[config.mk]
export PLATFORM = sky130hd
export DESIGN_NAME = rvvi_trace_top
export DESIGN_NICKNAME = d
export VERILOG_FILES = /design/src/rtl/trace_pkg.sv /design/src/rtl/retire_if.sv /design/src/rtl/csr_wb_map.sv /design/src/rtl/reg_wb_expand.sv /design/src/rtl/rvvi_trace_top.sv /design/src/rtl/trace_ctrl.sv
export SDC_FILE = /design/constraint.sdc
export NUM_CORES = 1
export LEC_CHECK = 0
export BUFFER_PORTS_ARGS = -buffer_cell sky130_fd_sc_hd__buf_4
export CAP_MARGIN = 20
export CORE_AREA = 2 2 244 246
export CTS_CLUSTER_SIZE = 14
export DETAILED_ROUTE_END_ITERATION = 8
export DIE_AREA = 0 0 246 248
export MAX_ROUTING_LAYER = met4
export PLACE_DENSITY_LB_ADDON = 0.3
export SLEW_MARGIN = 5
export SYNTH_ARGS = -nofsm -noshare
export SYNTH_HDL_FRONTEND = slang
export SYNTH_SLANG_ARGS = --single-unit
[constraint.sdc]
create_clock -name clk_i -period 4.7 [get_ports clk_i]
set_input_delay 0 -clock clk_i [delete_from_list [all_inputs] [get_ports clk_i]]
set_output_delay 0 -clock clk_i [all_outputs]
set_load 0.05 [all_outputs]
[src/rtl/trace_pkg.sv]
package trace_pkg;

    ////////////////////////////////////////
    // Basic widths
    ////////////////////////////////////////

    // Data word, PC and instruction
    typedef logic [31:0] xlen_t;

    // Register file index
    typedef logic [4:0] reg_addr_t;

    // One writeback flag per architectural register
    typedef logic [31:0] reg_flags_t;

    // CSR address field of a CSR instruction
    typedef logic [11:0] csr_addr_t;

    ////////////////////////////////////////
    // Machine-mode CSR addresses
    ////////////////////////////////////////

    localparam csr_addr_t CSR_MSTATUS   = 12'h300;
    localparam csr_addr_t CSR_MISA      = 12'h301;
    localparam csr_addr_t CSR_MIE       = 12'h304;
    localparam csr_addr_t CSR_MTVEC     = 12'h305;
    localparam csr_addr_t CSR_MEPC      = 12'h341;
    localparam csr_addr_t CSR_MCAUSE    = 12'h342;
    // Read-only ID registers
    localparam csr_addr_t CSR_MVENDORID = 12'hF11;
    localparam csr_addr_t CSR_MARCHID   = 12'hF12;
    localparam csr_addr_t CSR_MIMPID    = 12'hF13;
    localparam csr_addr_t CSR_MHARTID   = 12'hF14;

    ////////////////////////////////////////
    // Tracked CSR table
    ////////////////////////////////////////

    localparam int unsigned NUM_TRACKED_CSR = 10;

    typedef logic [NUM_TRACKED_CSR-1:0] csr_flags_t;

    // Bit position of each tracked CSR in csr_flags_t
    typedef enum logic [3:0] {
        IDX_MSTATUS   = 4'd0,
        IDX_MISA      = 4'd1,
        IDX_MIE       = 4'd2,
        IDX_MTVEC     = 4'd3,
        IDX_MEPC      = 4'd4,
        IDX_MCAUSE    = 4'd5,
        IDX_MVENDORID = 4'd6,
        IDX_MARCHID   = 4'd7,
        IDX_MIMPID    = 4'd8,
        IDX_MHARTID   = 4'd9
    } csr_idx_e;

    // Tracing control FSM
    typedef enum logic [1:0] {
        TRACE_IDLE,
        TRACE_RUN,
        TRACE_HALTED
    } trace_state_e;

endpackage

[src/rtl/retire_if.sv]
`timescale 1ns/1ns

interface retire_if;
    import trace_pkg::*;

    // Retirement strobe and status
    logic      valid;
    xlen_t     insn;
    logic      trap;
    logic      halt;
    xlen_t     pc_rdata;
    xlen_t     pc_wdata;

    // Integer destination
    reg_addr_t rd_addr;
    xlen_t     rd_wdata;

    // Floating-point destination
    logic      frd_wvalid;
    reg_addr_t frd_addr;
    xlen_t     frd_wdata;

    // CSR side effects
    logic      csr_wen;
    xlen_t     csr_wdata;
    xlen_t     mstatus_wmask;
    xlen_t     mstatus_wdata;

    // Driven from the top-level ports
    modport src (
        output valid, insn, trap, halt, pc_rdata, pc_wdata,
        output rd_addr, rd_wdata, frd_wvalid, frd_addr, frd_wdata,
        output csr_wen, csr_wdata, mstatus_wmask, mstatus_wdata
    );

    // Control only needs the strobe and the halt marker
    modport ctrl (
        input valid, halt
    );

    // Datapath fields, never the strobe
    modport dp (
        input insn, trap, pc_rdata, pc_wdata,
        input rd_addr, rd_wdata, frd_wvalid, frd_addr, frd_wdata,
        input csr_wen, csr_wdata, mstatus_wmask, mstatus_wdata
    );

endinterface

[src/rtl/csr_wb_map.sv]
`timescale 1ns/1ns

module csr_wb_map (
    input  logic                  clk_i,
    input  logic                  rst_i,
    input  logic                  fire_i,
    retire_if.dp                  ret_i,
    output trace_pkg::csr_flags_t csr_wb_o,
    output trace_pkg::xlen_t      csr_wdata_o,
    output trace_pkg::xlen_t      mstatus_wdata_o,
    output trace_pkg::xlen_t      insn_o,
    output logic                  trap_o,
    output trace_pkg::xlen_t      pc_rdata_o,
    output trace_pkg::xlen_t      pc_wdata_o
);
    import trace_pkg::*;

    csr_addr_t  csr_addr;
    csr_flags_t csr_hit;
    logic       other_hit;
    csr_flags_t csr_wb_q;
    xlen_t      csr_wdata_q;
    xlen_t      mstatus_wdata_q;
    xlen_t      insn_q;
    logic       trap_q;
    xlen_t      pc_rdata_q;
    xlen_t      pc_wdata_q;

    // CSR address from the I-type immediate field
    assign csr_addr = ret_i.insn[31:20];

    ////////////////////////////////////////
    // Address decode
    ////////////////////////////////////////

    always_comb begin
        csr_hit = '0;
        if (ret_i.csr_wen) begin
            case (csr_addr)
                CSR_MISA:      csr_hit[IDX_MISA]      = 1'b1;
                CSR_MIE:       csr_hit[IDX_MIE]       = 1'b1;
                CSR_MTVEC:     csr_hit[IDX_MTVEC]     = 1'b1;
                CSR_MEPC:      csr_hit[IDX_MEPC]      = 1'b1;
                CSR_MCAUSE:    csr_hit[IDX_MCAUSE]    = 1'b1;
                CSR_MVENDORID: csr_hit[IDX_MVENDORID] = 1'b1;
                CSR_MARCHID:   csr_hit[IDX_MARCHID]   = 1'b1;
                CSR_MIMPID:    csr_hit[IDX_MIMPID]    = 1'b1;
                CSR_MHARTID:   csr_hit[IDX_MHARTID]   = 1'b1;
                // mstatus and untracked addresses
                default:       csr_hit = '0;
            endcase
        end
        // mstatus changes come from the mask, not the instruction
        if (ret_i.mstatus_wmask != '0) begin
            csr_hit[IDX_MSTATUS] = 1'b1;
        end
    end

    assign other_hit = |csr_hit[NUM_TRACKED_CSR-1:1];

    ////////////////////////////////////////
    // Output registers
    ////////////////////////////////////////

    always_ff @(posedge clk_i) begin
        if (rst_i) begin
            csr_wb_q <= '0;
        end else begin
            csr_wb_q <= fire_i ? csr_hit : '0;
        end
    end

    // Write data only alongside its flag
    always_ff @(posedge clk_i) begin
        csr_wdata_q     <= (fire_i && other_hit) ? ret_i.csr_wdata : '0;
        mstatus_wdata_q <= (fire_i && csr_hit[IDX_MSTATUS]) ? ret_i.mstatus_wdata : '0;
    end

    // Pass-through fields, held between fires
    always_ff @(posedge clk_i) begin
        if (fire_i) begin
            insn_q     <= ret_i.insn;
            trap_q     <= ret_i.trap;
            pc_rdata_q <= ret_i.pc_rdata;
            pc_wdata_q <= ret_i.pc_wdata;
        end
    end

    assign csr_wb_o        = csr_wb_q;
    assign csr_wdata_o     = csr_wdata_q;
    assign mstatus_wdata_o = mstatus_wdata_q;
    assign insn_o          = insn_q;
    assign trap_o          = trap_q;
    assign pc_rdata_o      = pc_rdata_q;
    assign pc_wdata_o      = pc_wdata_q;

    // One instruction CSR plus possibly mstatus
    a_csr_wb_limit: assert property (@(posedge clk_i) disable iff (rst_i)
        $onehot0(csr_wb_o[NUM_TRACKED_CSR-1:1]));

endmodule

[src/rtl/reg_wb_expand.sv]
`timescale 1ns/1ns

module reg_wb_expand #(
    parameter bit SKIP_ZERO = 1'b1
) (
    input  logic                clk_i,
    input  logic                rst_i,
    input  logic                fire_i,
    input  logic                wen_i,
    input  trace_pkg::reg_addr_t addr_i,
    input  trace_pkg::xlen_t     wdata_i,
    output trace_pkg::reg_flags_t wb_o,
    output trace_pkg::xlen_t     wdata_o
);
    import trace_pkg::*;

    logic       addr_zero;
    logic       wb_hit;
    reg_flags_t wb_onehot;
    reg_flags_t wb_q;
    xlen_t      wdata_q;

    // x0 writes are not architectural, f0 is a real register
    assign addr_zero = (addr_i == '0);
    assign wb_hit    = fire_i && wen_i && !(SKIP_ZERO && addr_zero);

    // Decode index to one-hot
    assign wb_onehot = reg_flags_t'(1) << addr_i;

    // Flag register
    always_ff @(posedge clk_i) begin
        if (rst_i) begin
            wb_q <= '0;
        end else begin
            wb_q <= wb_hit ? wb_onehot : '0;
        end
    end

    // Data word, cleared in cycles without a write
    always_ff @(posedge clk_i) begin
        wdata_q <= wb_hit ? wdata_i : '0;
    end

    assign wb_o    = wb_q;
    assign wdata_o = wdata_q;

    // At most one register written per retirement
    a_wb_onehot0: assert property (@(posedge clk_i) disable iff (rst_i)
        $onehot0(wb_o));

endmodule

[src/rtl/rvvi_trace_top.sv]
`timescale 1ns/1ns

module rvvi_trace_top #(
    parameter int unsigned ORDER_W = 64
) (
    input  logic                   clk_i,
    input  logic                   rst_i,
    // Flat retirement record from the core
    input  logic                   retire_valid_i,
    input  trace_pkg::xlen_t       retire_insn_i,
    input  logic                   retire_trap_i,
    input  logic                   retire_halt_i,
    input  trace_pkg::xlen_t       retire_pc_rdata_i,
    input  trace_pkg::xlen_t       retire_pc_wdata_i,
    input  trace_pkg::reg_addr_t   retire_rd_addr_i,
    input  trace_pkg::xlen_t       retire_rd_wdata_i,
    input  logic                   retire_frd_wvalid_i,
    input  trace_pkg::reg_addr_t   retire_frd_addr_i,
    input  trace_pkg::xlen_t       retire_frd_wdata_i,
    input  logic                   retire_csr_wen_i,
    input  trace_pkg::xlen_t       retire_csr_wdata_i,
    input  trace_pkg::xlen_t       retire_mstatus_wmask_i,
    input  trace_pkg::xlen_t       retire_mstatus_wdata_i,
    // Per-register trace for the comparator
    output logic                   rvvi_valid_o,
    output logic [ORDER_W-1:0]     rvvi_order_o,
    output trace_pkg::xlen_t       rvvi_insn_o,
    output logic                   rvvi_trap_o,
    output trace_pkg::xlen_t       rvvi_pc_rdata_o,
    output trace_pkg::xlen_t       rvvi_pc_wdata_o,
    output trace_pkg::reg_flags_t  rvvi_x_wb_o,
    output trace_pkg::xlen_t       rvvi_x_wdata_o,
    output trace_pkg::reg_flags_t  rvvi_f_wb_o,
    output trace_pkg::xlen_t       rvvi_f_wdata_o,
    output trace_pkg::csr_flags_t  rvvi_csr_wb_o,
    output trace_pkg::xlen_t       rvvi_csr_wdata_o,
    output trace_pkg::xlen_t       rvvi_mstatus_wdata_o
);

    logic trace_fire;

    ////////////////////////////////////////
    // Record bundle
    ////////////////////////////////////////

    retire_if rif ();

    assign rif.valid         = retire_valid_i;
    assign rif.insn          = retire_insn_i;
    assign rif.trap          = retire_trap_i;
    assign rif.halt          = retire_halt_i;
    assign rif.pc_rdata      = retire_pc_rdata_i;
    assign rif.pc_wdata      = retire_pc_wdata_i;
    assign rif.rd_addr       = retire_rd_addr_i;
    assign rif.rd_wdata      = retire_rd_wdata_i;
    assign rif.frd_wvalid    = retire_frd_wvalid_i;
    assign rif.frd_addr      = retire_frd_addr_i;
    assign rif.frd_wdata     = retire_frd_wdata_i;
    assign rif.csr_wen       = retire_csr_wen_i;
    assign rif.csr_wdata     = retire_csr_wdata_i;
    assign rif.mstatus_wmask = retire_mstatus_wmask_i;
    assign rif.mstatus_wdata = retire_mstatus_wdata_i;

    ////////////////////////////////////////
    // Control and datapaths
    ////////////////////////////////////////

    trace_ctrl #(
        .ORDER_W ( ORDER_W )
    ) u_ctrl (
        .clk_i        ( clk_i        ),
        .rst_i        ( rst_i        ),
        .ret_i        ( rif.ctrl     ),
        .trace_fire_o ( trace_fire   ),
        .rvvi_valid_o ( rvvi_valid_o ),
        .rvvi_order_o ( rvvi_order_o )
    );

    // Integer file, x0 never reported
    reg_wb_expand #(
        .SKIP_ZERO ( 1'b1 )
    ) u_x_wb (
        .clk_i   ( clk_i          ),
        .rst_i   ( rst_i          ),
        .fire_i  ( trace_fire     ),
        .wen_i   ( 1'b1           ),
        .addr_i  ( rif.rd_addr    ),
        .wdata_i ( rif.rd_wdata   ),
        .wb_o    ( rvvi_x_wb_o    ),
        .wdata_o ( rvvi_x_wdata_o )
    );

    // FP file, f0 is a real register
    reg_wb_expand #(
        .SKIP_ZERO ( 1'b0 )
    ) u_f_wb (
        .clk_i   ( clk_i          ),
        .rst_i   ( rst_i          ),
        .fire_i  ( trace_fire     ),
        .wen_i   ( rif.frd_wvalid ),
        .addr_i  ( rif.frd_addr   ),
        .wdata_i ( rif.frd_wdata  ),
        .wb_o    ( rvvi_f_wb_o    ),
        .wdata_o ( rvvi_f_wdata_o )
    );

    csr_wb_map u_csr (
        .clk_i           ( clk_i                ),
        .rst_i           ( rst_i                ),
        .fire_i          ( trace_fire           ),
        .ret_i           ( rif.dp               ),
        .csr_wb_o        ( rvvi_csr_wb_o        ),
        .csr_wdata_o     ( rvvi_csr_wdata_o     ),
        .mstatus_wdata_o ( rvvi_mstatus_wdata_o ),
        .insn_o          ( rvvi_insn_o          ),
        .trap_o          ( rvvi_trap_o          ),
        .pc_rdata_o      ( rvvi_pc_rdata_o      ),
        .pc_wdata_o      ( rvvi_pc_wdata_o      )
    );

endmodule

[src/rtl/trace_ctrl.sv]
`timescale 1ns/1ns

module trace_ctrl #(
    parameter int unsigned ORDER_W = 64
) (
    input  logic               clk_i,
    input  logic               rst_i,
    retire_if.ctrl             ret_i,
    output logic               trace_fire_o,
    output logic               rvvi_valid_o,
    output logic [ORDER_W-1:0] rvvi_order_o
);
    import trace_pkg::*;

    trace_state_e       state_q;
    trace_state_e       state_d;
    logic               valid_q;
    logic [ORDER_W-1:0] order_q;

    // Capture strobe shared by all datapaths
    // Halted trace drops incoming records
    assign trace_fire_o = ret_i.valid && (state_q != TRACE_HALTED);

    ////////////////////////////////////////
    // Next state
    ////////////////////////////////////////

    always_comb begin
        state_d = state_q;
        case (state_q)
            TRACE_IDLE: begin
                // First retirement starts the trace
                if (ret_i.valid) begin
                    state_d = TRACE_RUN;
                end
            end
            TRACE_RUN: begin
                state_d = TRACE_RUN;
            end
            default: begin
                state_d = TRACE_HALTED;
            end
        endcase
        // Halt record is traced, then trace stops until reset
        if (ret_i.valid && ret_i.halt) begin
            state_d = TRACE_HALTED;
        end
    end

    ////////////////////////////////////////
    // State, valid pulse, order counter
    ////////////////////////////////////////

    always_ff @(posedge clk_i) begin
        if (rst_i) begin
            state_q <= TRACE_IDLE;
            valid_q <= 1'b0;
            order_q <= '0;
        end else begin
            state_q <= state_d;
            valid_q <= trace_fire_o;
            // Order 1 for the first traced record
            if (trace_fire_o) begin
                order_q <= order_q + ORDER_W'(1);
            end
        end
    end

    assign rvvi_valid_o = valid_q;
    assign rvvi_order_o = order_q;

    ////////////////////////////////////////
    // Checks
    ////////////////////////////////////////

    // No output pulse for anything arriving while halted
    a_no_valid_after_halted: assert property (@(posedge clk_i) disable iff (rst_i)
        (state_q == TRACE_HALTED) |=> !rvvi_valid_o);

    // Order is monotonic between resets
    a_order_monotonic: assert property (@(posedge clk_i) disable iff (rst_i)
        !rst_i |=> (rvvi_order_o >= $past(rvvi_order_o)));

endmodule

==> flow_summary.json, run 1 <==
{
  "crit_path_start": "u_ctrl.rvvi_order_o[0]",
  "hold_viol_final": 0,
  "grt_max_degree": 73,
  "via_count": 11300,
  "die_area_um2": 61000,
  "drc_errors": 0,
  "place_ws_ns": 1.74,
  "min_period_ns": 2.97,
  "yosysMostFrequentCell": "dfxtp_1",
  "whs_ns": 0.0555,
  "slew_headroom": 0.379,
  "drv_cap": 0,
  "area_growth_pct": 80.9,
  "grt_use_total": 0.153,
  "clkTransAtPathRegs_ns": 0.05,
  "async_flop_share": 0,
  "peakVddDrop_mv": 0.259,
  "startpoint_type": "flop",
  "ys_types": 41,
  "wl_um": 49100,
  "synth_largest_area_cell": "dfxtp_1",
  "finClkSkew_ns": 0.0165,
  "synth-seq-cells": 366,
  "port_buffers": 636,
  "rr_worst_depth": 5,
  "ios": 637,
  "dpl.hpwl_um": 36000,
  "num_rows": 89,
  "synth_area_leaders": "dfxtp_1, edfxtp_1, and2_1",
  "die_w_um": 246,
  "cts_tree": "yes",
  "yosysTopAreaCellShare": 0.455,
  "cts-root-buf": "clkbuf_16",
  "synth_common_cells": "dfxtp_1, nor2_1, edfxtp_1",
  "die_y_um": 248,
  "clockBufferDepth": 3,
  "placed_cells": 2368,
  "post_drt_wl_per_cell_um": 18.1,
  "yosys_warnings": 0,
  "r2r_slack_ns": 1.73,
  "netlist_instances": 993,
  "dr.pass1.iters": 5,
  "nets": 2169,
  "drt_iter0_markers": 436,
  "grt_first_pass_wirelength_um": 68600,
  "crit_arrival_ns": 3.43,
  "worstSetupPathType": "flop to flop",
  "finalWorstSetupSlack_ns": 1.73,
  "fin_cells": 2705,
  "rsz0062_at_grt": "false",
  "ys.flop_type": "dfxtp_1",
  "regArea_um2": 8300,
  "crit_fanout": 21,
  "period_share": 0.632,
  "nFillCells": 5712,
  "via_per_inst": 4.16,
  "ys_seq_area_frac": 0.701,
  "drive_above_1_share": 0.374,
  "required_ns": 5.16,
  "cts_buffers": 43,
  "tns_ns": 0,
  "antenna_found_initial": 2,
  "worstHoldPathType": "input port to flop",
  "whs_path_depth": 2,
  "multiInputGateArea_um2": 3310,
  "r2r-end": "u_ctrl.rvvi_order_o[57]",
  "crit-reg2reg-launch": "u_ctrl.rvvi_order_o[0]",
  "clk_latency_ns": 0.54,
  "grt_pass1_vias": 11100,
  "worst_pin_slew_ns": 0.932,
  "core-area_um2": 58500,
  "start_util": 0.202,
  "end_kind": "flop",
  "cts_sinks": 366,
  "leakage_uw": 0.00885,
  "drv_slew": 0,
  "cts_resized": 0,
  "synth_edf_count": 97,
  "ant_nets": 0,
  "syn-num-nets": 1267,
  "h-tree-depth": 2,
  "overflow": 0,
  "synth_area_um2": 11800,
  "postSynthAreaPerCell_um2": 11.9,
  "status": "finished clean",
  "fmax_ghz": 0.337,
  "endpoint": "u_ctrl.rvvi_order_o[57]",
  "gp_congestion": 0.844,
  "setup_viol": 0,
  "p_per_area_nw_per_um2": 357
}
-- critical path: stages, from the launching register on --
cell and delay, ns:
dfxtp_1 0.44, nand4_1 0.13, nor3b_1 0.63, nand4_1 0.78, or4_1 0.73, a21oi_1 0.16
-- cell families after synthesis --
| family | after synthesis | share of synthesized area |
|---|---|---|
| compound gates | 97 | 0.0463 |
| fa+ha+maj | 1 | 0.00106 |
| buf+inv | 56 | 0.0184 |
| flops | 366 | 0.701 |
| other cells | 1 | 0.000317 |
| simple gates | 454 | 0.219 |
| xor+xnor | 18 | 0.0133 |
-- final cells by class --
cell class / count / area share
multi-input cells: 571 / 0.155
clock inverters: 16 / 0.00573
inverters: 16 / 0.00292
diodes: 2 / 0.000234
well taps: 773 / 0.0452
flip-flops and latches: 366 / 0.388
repair buffers: 897 / 0.346
clock buffers: 64 / 0.0573
-- per-layer routing --
| layer | up-vias | GRT usage | wire (µm) |
|---|---|---|---|
| met3 | 63 | 0.0338 | 3140 |
| li1 | 5330 | - | - |
| met2 | 473 | 0.276 | 25800 |
| met4 | 0 | 0.0471 | 1220 |
| met1 | 5392 | 0.167 | 18900 |
| met5 | - | - | 0 |
-- cells in the final DEF, fill, tap and decap left out, drive strengths merged, types with 12 or more instances in the layout --
master | Yosys | final
buf | 5 | 643
dfxtp | 269 | 269
dlygate4sd3 | 0 | 253
nor2 | 104 | 104
edfxtp | 97 | 97
and2 | 96 | 96
clkbuf | 35 | 65
a21oi | 49 | 49
nand2 | 36 | 36
nor4b | 34 | 34
nand4 | 30 | 30
nand3 | 27 | 27
o21ai | 26 | 26
or3 | 23 | 23
nor3 | 22 | 22
inv | 16 | 19
nor4 | 18 | 18
or4 | 18 | 18
o31ai | 16 | 16
nand2b | 15 | 15
xnor2 | 12 | 12
-- timing repair --
action / CTS / global route
setup buffers: 0 / 0
hold buffers: 253 / 0
endpoints found under the setup margin: 0 / 0
endpoints found under the hold margin: 302 / 0
-- worst min-delay path by stage --
stage | startpoint | to | slack [ns]
3_5_place_dp | retire_insn_i[19] | u_csr.insn_o[19] | 0.18
2_1_floorplan | retire_insn_i[22] | u_csr.csr_wb_o[8] | 0.08
4_1_cts | rst_i | u_ctrl.rvvi_order_o[2] | 0.05
6_report | rst_i | u_ctrl.rvvi_order_o[35] | 0.06
3_3_place_gp | retire_pc_wdata_i[20] | u_csr.pc_wdata_o[20] | 0.18
5_1_grt | rst_i | u_ctrl.rvvi_order_o[3] | 0.07
-- per-stage QoR --
stage | utilization | cell area [µm²] | total power [µW]
after floorplan | - | 11800 | 3930
after global routing | 0.366 | 21400 | 7940
final | 0.366 | 21400 | 7640
after detailed placement | 0.299 | 17500 | 4350
after global placement | 0.299 | 17500 | 4340
after CTS | 0.365 | 21300 | 7760
-- flip-flops by register name, indices dropped and copies added, names as in the netlist, 10 cells and up --
register / cells
u_csr.pc_rdata_o: 32
u_x_wb.wb_o: 32
u_ctrl.rvvi_order_o: 64
u_csr.csr_wdata_o: 32
u_x_wb.wdata_o: 32
u_csr.mstatus_wdata_o: 32
u_csr.pc_wdata_o: 32
u_csr.csr_wb_o: 10
u_f_wb.wdata_o: 32
u_f_wb.wb_o: 32
u_csr.insn_o: 32
-- power breakdown --
group          internal, µW  switching, µW  leakage, µW  total [µW]
Sequential             3350           37.3      0.00312        3390
Combinational           446            620      0.00506        1070
Clock                  1870           1320     0.000661        3190
No activity file was read; power rests on OpenSTA's default activity.
==> inputs of run 2 (changes only) <==
==> constraint.sdc (replaced) <==
create_clock -name clk_i -period 2.8 [get_ports clk_i]
set_input_delay 0 -clock clk_i [delete_from_list [all_inputs] [get_ports clk_i]]
set_output_delay 0 -clock clk_i [all_outputs]
set_load 0.05 [all_outputs]
==> run 2 against run 1 <==
Effect of this change: clock-buffer cell count decreased by 4; combinational power up 70%; largest cell class unchanged; critical path depth unchanged; global-route usage is 0.40 points higher; critical endpoint is now u_ctrl.rvvi_order_o[54]; cell count up 0.26%.
==> flow_summary.json, run 2 (same netlist as run 1, synthesis figures left out) <==
{
  "drv_slew": 0,
  "h-tree-depth": 2,
  "slew_headroom": 0.481,
  "required_ns": 3.28,
  "cts-root-buf": "clkbuf_16",
  "cp_slowest_cell": "or4b_4",
  "clkTransAtPathRegs_ns": 0.06,
  "tns_ns": 0,
  "clockBufferDepth": 3,
  "via_per_inst": 4.13,
  "cts_resized": 0,
  "area_growth_pct": 83.0,
  "cts_tree": "yes",
  "nets": 2180,
  "min_period_ns": 2.54,
  "place_area_um2": 17600,
  "dpl.hpwl_um": 37400,
  "drive_above_1_share": 0.383,
  "clk_latency_ns": 0.56,
  "final_cell_mix": "buf_4, dfxtp_1, dlygate4sd3_1",
  "leakage_uw": 0.00898,
  "die_w_um": 246,
  "end_kind": "flop",
  "grt_use_total": 0.157,
  "dr.pass1.iters": 5,
  "grt_pass1_vias": 11100,
  "cts_buffers": 44,
  "finClkSkew_ns": 0.0110,
  "num_rows": 89,
  "period_share": 0.906,
  "worst_pin_slew_ns": 0.779,
  "grt_max_degree": 68,
  "gp_congestion": 0.847,
  "die_area_um2": 61000,
  "final_common_cell": "buf_4",
  "drt_iter0_markers": 389,
  "drv_cap": 0,
  "max_stage_delay_ns": 0.66,
  "setup_viol": 0,
  "overflow": 0,
  "crit_fanout": 13,
  "r2r_slack_ns": 0.26,
  "ctsHoldBuffers": 250,
  "wl_um": 50200,
  "p_per_area_nw_per_um2": 618,
  "grt_first_pass_wirelength_um": 69500,
  "post_drt_wl_per_cell_um": 18.5,
  "post_cts_buffers": 0,
  "peakVddDrop_mv": 0.485,
  "hold_viol_final": 0,
  "start_util": 0.202,
  "status": "finished clean",
  "core-area_um2": 58500,
  "crit_arrival_ns": 3.02,
  "ant_nets": 0,
  "port_buffers": 636,
  "fmax_ghz": 0.394,
  "antenna_found_initial": 2,
  "via_count": 11200,
  "worstSetupPathType": "flop to flop",
  "crit_chain": "nand4_2, or4b_4, or4_4, or4_1, a21oi_1",
  "ios": 637,
  "cts_sinks": 366,
  "stdcell_area_um2": 21600,
  "drc_errors": 0,
  "rsz0062_at_grt": "false",
  "largest_reg_flops": 64,
  "startpoint_type": "flop",
  "worstHoldPathType": "input port to flop",
  "die_y_um": 248
}
[run 2: per-stage QoR]
step / hold slack [ns] / cells / utilization / worst slack [ns] / power, µW
global placement: 0.179 / 2381 / 0.301 / 0.304 / 7320
global route: 0.125 / 2712 / 0.370 / 0.0182 / 13800
floorplan: 0.0767 / 993 / - / 0.0347 / 6590
detailed placement: 0.180 / 2382 / 0.301 / 0.265 / 7330
CTS: 0.0505 / 2709 / 0.370 / 0.250 / 13600
finish: 0.118 / 2712 / 0.370 / 0.263 / 13400
[run 2: power breakdown]
group / internal, µW / switching (µW) / total, µW
Clock: 3590 / 2290 / 5880
Sequential: 5630 / 55.8 / 5680
Combinational: 757 / 1060 / 1820
Total: 9980 / 3400 / 13400
[run 2: path summary, 6_finish.rpt]
kind / from / endpoint / depth (start not counted)
setup / recovery: u_ctrl.rvvi_order_o[2] / u_ctrl.rvvi_order_o[54] / 5
hold / removal: retire_frd_wvalid_i / u_f_wb.wb_o[18] / 5
setup reg to reg: u_ctrl.rvvi_order_o[2] / u_ctrl.rvvi_order_o[54] / 5
hold reg to reg: u_ctrl.rvvi_order_o[38] / u_ctrl.rvvi_order_o[38] / 2
[run 2: critical path: cells and delay by family (launching register included)]
family / cells / cell delay [ns]
simple gates: 4 / 1.86
flops: 1 / 0.44
compound gates: 1 / 0.16
[run 2: final cells by class]
cell class	instances	area (µm²)
antenna	2	5.00
clock buffer	60	1280
clock inverter	17	228
fill	5738	36800
inverter	16	63.8
multi-input combinational	571	3320
sequential	366	8300
tap	773	967
timing repair buffer	907	7480
[run 2: metal layers]
metal  track usage  vias to the layer above  wire length [µm]
met5             -                        -                 0
met4        0.0683                        0              2090
met3        0.0412                       80              3570
met2         0.268                      417             25300
met1         0.172                     5349             19200
li1              -                     5356                 -
